<file path="config.mk">
export PLATFORM = sky130hd
export DESIGN_NAME = mul_result
export DESIGN_NICKNAME = d
export VERILOG_FILES = /design/src/hw/mul_pkg.sv /design/src/hw/mul_result.sv
export SDC_FILE = /design/constraint.sdc
export NUM_CORES = 1
export LEC_CHECK = 0
export BUFFER_PORTS_ARGS = -buffer_cell sky130_fd_sc_hd__buf_2
export CORE_MARGIN = 1
export CORE_UTILIZATION = 46
export DETAILED_ROUTE_END_ITERATION = 8
export GPL_ROUTABILITY_DRIVEN = 0
export PLACE_DENSITY = 0.76
export SLEW_MARGIN = 20
export SYNTH_ARGS = -nofsm -noshare
export SYNTH_HDL_FRONTEND = slang
export SYNTH_SLANG_ARGS = --single-unit
</file>
<file path="constraint.sdc">
create_clock -name vclk -period 8.8
set_input_delay 0.88 -clock vclk [all_inputs]
set_output_delay 0.88 -clock vclk [all_outputs]
set_load 0.01 [all_outputs]
</file>
<file path="src/hw/mul_pkg.sv">
`default_nettype none

package mul_pkg;

    // operand and product widths
    localparam int xlen = 64;
    localparam int prod_w = 2 * xlen;

    // radix-4 booth on a 66 bit extended multiplier
    localparam int pp_rows = (xlen + 2) / 2;

    // carries handed from one column slice to the next
    localparam int col_carries = pp_rows - 2;

    typedef logic [xlen-1:0] xdata_t;
    typedef logic [prod_w-1:0] prod_t;
    typedef logic [2:0] mul_op_t;
    typedef logic [pp_rows-1:0] col_t;
    typedef logic [col_carries-1:0] carry_grp_t;

    // op codes
    localparam mul_op_t op_mul = 3'd0;
    localparam mul_op_t op_mulh = 3'd1;
    localparam mul_op_t op_mulhsu = 3'd2;
    localparam mul_op_t op_mulhu = 3'd3;
    localparam mul_op_t op_mulw = 3'd4;

endpackage

`default_nettype wire

</file>
<file path="src/hw/mul_result.sv">
`timescale 1ns/1ns
`default_nettype none

module mul_result (
    input  mul_pkg::prod_t   sum_vec,
    input  mul_pkg::prod_t   carry_vec,
    input  logic             last_neg,
    input  mul_pkg::mul_op_t op,
    output mul_pkg::xdata_t  result
);

    mul_pkg::prod_t product;

    // carry_vec bit i has weight i+1
    // the last booth row's +1 lands at bit 64
    assign product = sum_vec
                   + (carry_vec << 1)
                   + (mul_pkg::prod_t'(last_neg) << mul_pkg::xlen);

    always_comb begin
        case (op)
            mul_pkg::op_mul: begin
                result = product[mul_pkg::xlen-1:0];
            end
            mul_pkg::op_mulh,
            mul_pkg::op_mulhsu,
            mul_pkg::op_mulhu: begin
                result = product[mul_pkg::prod_w-1:mul_pkg::xlen];
            end
            mul_pkg::op_mulw: begin
                // word result, sign extended
                result = {{(mul_pkg::xlen/2){product[mul_pkg::xlen/2-1]}},
                          product[mul_pkg::xlen/2-1:0]};
            end
            default: begin
                result = '0;
            end
        endcase
    end

    a_op_legal: assert #0 (op inside {mul_pkg::op_mul, mul_pkg::op_mulh, mul_pkg::op_mulhsu,
                                      mul_pkg::op_mulhu, mul_pkg::op_mulw})
        else $error("illegal multiply op %0d", op);

endmodule

`default_nettype wire

</file>
======== Word level (Yosys, flattened, before mapping) ========
Index checks and enable logic that the tools add are counted.
word-level totals
  register bits after elaboration ......... 0
  bits of input ports ..................... 260
  output and inout bits ................... 64
cells by class
  add/sub/neg operators ................... 2
  equality and inequality tests ........... 4
  muxes and demuxes ....................... 1
  reduce and logical (&&, ||, !) cells .... 2
operators by type and width
  cell                  count
  $pmux W64 S3          1
  $add A128 B128 Y128   1
  $add A128 B65 Y128    1
  $eq A3 B2 Y1 const B  2
  $eq A3 B1 Y1 const B  1
  $eq A3 B3 Y1 const B  1
  $logic_not A3 Y1      1
  $reduce_or A3 Y1      1

======== Logic depth before layout (Yosys ltp) ========
Gate-level depths: netlist of run 1.
  depth in word-level cells ............... 3
  depth in mapped cells ................... 16

======== Worst setup path before layout of run 1 ========
Ideal clock, no wire load.
  path type ............................... in2out
  from .................................... input sum_vec[2]
  to ...................................... output result[50]
  data arrival time ....................... 4075 ps
  path slack .............................. 3845 ps
  stages .................................. 14
  buffers on the path ..................... 0
  cells stage by stage .................... ha_1 > ha_1 > fa_1 > a211oi_1 > o21bai_1 > o311a_1 > o211ai_1 > a31oi_1 > o21ai_1 > o41ai_4 > a21oi_2 > o21bai_1 > xnor2_1 > a221oi_1
on the way
  word-level cells in the longest chain between the ends .. 3
ends and longest elaborated chain
  what                 RTL line          text
  from (decl)          mul_result.sv:5   input mul_pkg::prod_t sum_vec,
  $add A128 B128 Y128  mul_result.sv:17  + (carry_vec << 1)
  $add A128 B65 Y128   mul_result.sv:18  + (mul_pkg::prod_t'(last_neg) << mul_pkg::xlen);
  $pmux W64 S3         mul_result.sv:21  case (op)
  to (decl)            mul_result.sv:9   output mul_pkg::xdata_t result
Every way passes these cells.

======== Worst setup path in the final report of run 1 ========
  from .................................... input sum_vec[2]
  to ...................................... output result[32]
Same word-level chain as after synthesis.

==> key figures, run 1 <==
Layout
  – Layout Nets: 2,387
  – Clk_buf instances: 0
  – Layout cells sized above 1: 0.198
  – FF/Latch Area: 0 um2
  – FF+latch count: 0
  – Finished Layout Cells: 2,193
  – Area delta synth->final: 16.1%

Synth
  – Sequential area share after synthesis: 0
  – Library cells used by synthesis: 81
  – Largest family of logic cells by synthesized area: compound AO/OA/AOI/OAI gates
  – Synth Area in Adders: 0.287
  – Yosys warning count: 0
  – Most common cell in the netlist: ha_1
  – Top cell type's share of synthesized area: 0.283
  – Post-Synth XOR/XNOR Area: 0.0833
  – Simple-gate portion of the synthesized area: 0.224
  – Mapped Area: 0.0110 mm2
  – Avg Synthesized Cell Area: 6.83 um2
  – Mux contribution to synthesized area: 0.00476
  – Area contributors post-synth: ha_1 (28%), a21oi_1 (9.4%), o21ai_0 (6.2%)
  – Synth area leader: ha_1
  – Compound-Gate Fraction of Synth Area: 0.361
  – Synth Net Count: 2,128
  – Most instantiated cells after synthesis: ha_1 (250), a21oi_1 (207), nand2_1 (160)
  – Post-Syn Instances: 1,616

Setup path
  – Peak per-stage delay on the critical path: 590 ps
  – CP top delay family: compound AO/OA/AOI/OAI gates
  – CP Buf/Inv Count: 2
  – Critical Path End Type: primary output
  – Worst-path cell chain: buf_2, ha_1, ha_1, fa_1, a211oi_1, o21bai_1, a21oi_1, nor4_1, nor2_1, o21a_1, o21ba_2, o21bai_1, a21boi_0, xor2_1, a221oi_1, buf_2
  – Required @ worst endpoint: 7920 ps
  – Slowest library cell on the worst path: a221oi_1
  – Crit-path max FO: 5
  – CP startpoint kind: input port
  – WS Path Type: in -> out
  – Critical path data arrival time: 5340 ps

Routing
  – DR pass1 iterations: 7
  – Drt total wl: 41,900 um
  – Via count: 14,000
  – DR WL/cell: 19.1 um
  – Avg Vias per Cell: 6.40
  – Remaining DRCs: 0
  – Detail Route Antenna Nets: 0
  – Initial DRC Count: 1,289

Global routing
  – Initial antenna violation count: 0
  – Grt total ovfl: 0
  – Met1 Resource Use GR: 0.419
  – M2 GR Usage: 0.519
  – Vias in the first global route: 12,700
  – All-Layer GR Usage: 0.323
  – Largest net degree at the start of global routing: 37
  – First-pass GRT wire length: 63,600 um
  – Most used routing layer: met2
  – Met3 Usage GRT: 0.0548

Placed design
  – I/O Buffers: 323
  – Dpl cells: 2,192
  – Hpwl dp: 36,000 um

Min path
  – Cells on Worst Hold Path: 4
  – Hold worst-path end: result[0]
  – Hold Crit Start: sum_vec[0]
  – Hold crit path type: in -> out

Die
  – Initial core utilization: 0.470
  – Row count: 56
  – Chip width: 157 um
  – Die area: 0.0246 mm2
  – Die Height: 157 um
  – Core ar.: 0.0235 mm2
  – IO Pins: 324

Pwr
  – P per Cell Area: 95.6 mW/mm2
  – Clock share of power: 0
  – Internal power: 0.468 mW
  – Sw frac: 0.618
  – Leakage: 6.30 nW
  – Max VDD drop: 0.0411 mV
  – Sequential Power Share: 0
  – Net Switching: 0.757 mW
  – Logic gate share of total power: 1.000

Timing
  – RSZ-0062 raised after global routing: no
  – TNS Setup: 0 ps
  – Max-slew headroom: 0.434
  – Fmax: 0.161 GHz
  – Final setup fails: 0
  – Fin crit share: 0.707
  – Fin. max-slew vios: 0
  – Hold Vio Cnt, Final: 0
  – Worst slew pin tran: 849 ps
  – Final min period: 6220 ps

Outcome
  – Status: finished clean

Clock network
  – Hold Buf Count CTS: 0
  – Post-CTS setup buffers: 0
  – Post-CTS Resized: 0

Run
  – Max-cap violations: 0
-- layout by cell type, fill, tap and decap left out, types with 18 or more instances in the layout --
master	instances
a21o_1	67
a21oi_1	207
a31oi_1	18
buf_2	323
ha_1	250
inv_1	41
nand2_1	160
nand3_1	18
nand4_1	54
nor2_1	140
nor3_1	38
o21a_1	18
o21ai_0	136
o21bai_1	29
o22ai_1	28
xnor2_1	65
xor2_1	40
-- metal layers --
metal | up-vias | wire length, um
li1 | 6641 | -
met1 | 6285 | 16800
met3 | 173 | 4900
met5 | - | 0
met4 | 0 | 2160
met2 | 935 | 18100
-- power by group through the flow --
stage / Sequential [mW] / Clock, mW / Combinational (mW)
floorplan: 0 / 0 / 0.815
global placement: 0 / 0 / 1.17
detailed placement: 0 / 0 / 1.18
CTS: 0 / 0 / 1.19
global route: 0 / 0 / 1.33
finish: 0 / 0.0000000152 / 1.23
-- cell families (layout without fill, tap and decap cells) --
logic type / count (synthesis) / in the layout
compound gates: 627 / 627
simple gates: 515 / 515
fa+ha+maj: 252 / 252
buf+inv: 112 / 369
xor+xnor: 105 / 105
mux: 5 / 5
other cells: 0 / 1
-- stage by stage --
stage | hold slack [ps] | util | area (um2) | worst slack [ps] | total power [mW]
after floorplan | 1910 | - | 11000 | 3840 | 0.815
after detailed placement | 2080 | 0.546 | 12800 | 2690 | 1.18
after global routing | 2100 | 0.546 | 12800 | 2410 | 1.33
after CTS | 2080 | 0.546 | 12800 | 2690 | 1.19
after global placement | 2070 | 0.546 | 12800 | 2820 | 1.17
final | 2080 | 0.546 | 12800 | 2580 | 1.23
-- worst max path at each step --
stage	startpoint	to	slack, ps	cells past startpoint
3_5_place_dp	sum_vec[20]	result[32]	2690	15
5_1_grt	sum_vec[2]	result[32]	2410	16
3_3_place_gp	sum_vec[20]	result[32]	2820	15
6_report	sum_vec[2]	result[32]	2580	16
4_1_cts	sum_vec[20]	result[32]	2690	15
2_1_floorplan	sum_vec[2]	result[50]	3840	14
-- final cells by class --
| cell class | instances | area (um2) |
|---|---|---|
| Fill cell | 2368 | 10700 |
| Multi-Input combinational cell | 1504 | 10600 |
| Timing Repair Buffer | 328 | 1650 |
| Tap cell | 319 | 399 |
| Inverter | 41 | 154 |
| Antenna cell | 1 | 2.50 |
Note: power is estimated with default switching activity, not from simulation.
==> run 2: changes to the inputs <==
--- a/config.mk
+++ b/config.mk
@@ -10,7 +10,7 @@
 export CORE_UTILIZATION = 46
 export DETAILED_ROUTE_END_ITERATION = 8
 export GPL_ROUTABILITY_DRIVEN = 0
-export PLACE_DENSITY = 0.76
+export PLACE_DENSITY = 0.79
 export SLEW_MARGIN = 20
 export SYNTH_ARGS = -nofsm -noshare
 export SYNTH_HDL_FRONTEND = slang
==> constraint.sdc (replaced) <==
create_clock -name vclk -period 5.4
set_input_delay 0.54 -clock vclk [all_inputs]
set_output_delay 0.54 -clock vclk [all_outputs]
set_load 0.01 [all_outputs]
==> run 2 against run 1 <==
  * Power is 65% higher
  * Final cell count is 0.32% higher
  * Sequential cell count is the same
  * Clock-buffer cell count unchanged
  * Core utilization rose by 0.26 points
  * Largest power group unchanged
  * Global-route usage rose by 0.36 points
  * Largest cell class unchanged
  * Hold slack got worse by 690 ps
  * Sequential share of layout area is the same
  * Final area increased by 0.48%
==> key figures, run 2 (same netlist as run 1, synthesis figures left out) <==
Routing
  – Avg Vias per Cell: 6.45
  – Via count: 14,200
  – Remaining DRCs: 0
  – DR WL/cell: 19.2 um
  – Initial DRC Count: 1,688
  – Drt total wl: 42,200 um
  – Detail Route Antenna Nets: 0
  – DR pass1 iterations: 6

Clock network
  – Hold Buf Count CTS: 0
  – Post-CTS Resized: 0
  – Post-CTS setup buffers: 0

Placed design
  – I/O Buffers: 323
  – Hpwl dp: 36,200 um
  – DP Area: 0.0129 mm2

Layout
  – Area delta synth->final: 16.7%
  – Layout cells sized above 1: 0.202
  – Layout Nets: 2,394
  – Finished Cell Area: 0.0129 mm2
  – Clk_buf instances: 0
  – FF+latch count: 0
  – FF/Latch Area: 0 um2
  – Most frequent cells in the layout: buf_2 (323), ha_1 (250), a21oi_1 (207)
  – Fillers: 2,351
  – Commonest non-fill, non-tap cell in the layout: buf_2

Timing
  – Fin. max-slew vios: 0
  – Fin crit share: 0.975
  – Hold Vio Cnt, Final: 0
  – Final setup fails: 0
  – Fmax: 0.190 GHz
  – RSZ-0062 raised after global routing: no
  – Final min period: 5270 ps
  – TNS Setup: 0 ps
  – Worst slew pin tran: 918 ps
  – Max-slew headroom: 0.386

Pwr
  – Max VDD drop: 0.0775 mV
  – Net Switching: 1.25 mW
  – Sequential Power Share: 0
  – Internal power: 0.774 mW
  – Clock share of power: 0
  – Sw frac: 0.617
  – Logic gate share of total power: 1.000
  – P per Cell Area: 157 mW/mm2
  – Leakage: 6.34 nW

Setup path
  – WS Path Type: in -> out
  – CP startpoint kind: input port
  – Critical Path End Type: primary output
  – Critical path data arrival time: 4730 ps
  – Crit-path max FO: 4
  – Required @ worst endpoint: 4860 ps

Global routing
  – Largest net degree at the start of global routing: 37
  – Initial antenna violation count: 1
  – Met3 Usage GRT: 0.0504
  – M2 GR Usage: 0.532
  – Vias in the first global route: 12,800
  – Most used routing layer: met2
  – Grt total ovfl: 0
  – First-pass GRT wire length: 64,400 um
  – Met1 Resource Use GR: 0.427
  – All-Layer GR Usage: 0.326

Die
  – IO Pins: 324
  – Core ar.: 0.0235 mm2
  – Initial core utilization: 0.470
  – Die Height: 157 um
  – Row count: 56
  – Die area: 0.0246 mm2
  – Chip width: 157 um

Outcome
  – Status: finished clean

Min path
  – Hold Crit Start: sum_vec[0]
  – Cells on Worst Hold Path: 4
  – Hold worst-path end: result[0]
  – Hold crit path type: in -> out

Run
  – Max-cap violations: 0
==> run 2: critical path, cell delays in order <==
cell and delay (ps):
buf_2 100, ha_1 290, ha_1 240, fa_1 430, a211oi_1 340, o21bai_1 200, a21oi_1 320, nor4_1 120
nor2_2 240, o21a_1 360, o21ai_0 240, a31oi_1 500, xor2_1 160, a221o_1 380, nor2_1 110, buf_2 140
==> run 2: metal layers <==
layer	part of all wire	vias up	wire, um
li1	-	6661	-
met1	0.39	6321	16600
met2	0.43	1022	18100
met3	0.13	186	5330
met4	0.051	0	2140
met5	0	-	0
==> run 2: metrics by stage <==
stage                     worst slack (ps)  hold WS (ps)  utilization  std cells  power [mW]
final                                  133          1390        0.549       2200        2.02
after global routing                  48.0          1440        0.548       2199        2.18
after CTS                              209          1380        0.548       2199        1.96
after detailed placement               233          1380        0.548       2199        1.94
after global placement                 269          1390        0.548       2199        1.92
after floorplan                       1120          1230            -       1616        1.33
==> run 2: worst max-delay path by stage <==
stage                            end  cells past startpoint  slack (ps)       start
after floorplan           result[50]                     14        1120  sum_vec[2]
after global placement    result[32]                     16         270  sum_vec[2]
after detailed placement  result[60]                     16         230  sum_vec[2]
after CTS                 result[32]                     16         210  sum_vec[2]
after global routing      result[32]                     16          50  sum_vec[2]
final                     result[60]                     16         130  sum_vec[2]
==> run 2: power groups by stage <==
stage	clock, mW	sequential (mW)	combinational [mW]
floorplan	0	0	1.33
global placement	0	0	1.92
detailed placement	0	0	1.94
CTS	0	0	1.96
global route	0	0	2.18
finish	0.0000000248	0	2.02
==> run 2: cell type report <==
| class | instances | area [um2] | area share |
|---|---|---|---|
| inverters | 41 | 154 | 0.0120 |
| repair buffers | 335 | 1710 | 0.133 |
| multi-input cells | 1504 | 10600 | 0.824 |
| well taps | 319 | 399 | 0.0310 |
| diodes | 1 | 2.50 | 0.000194 |
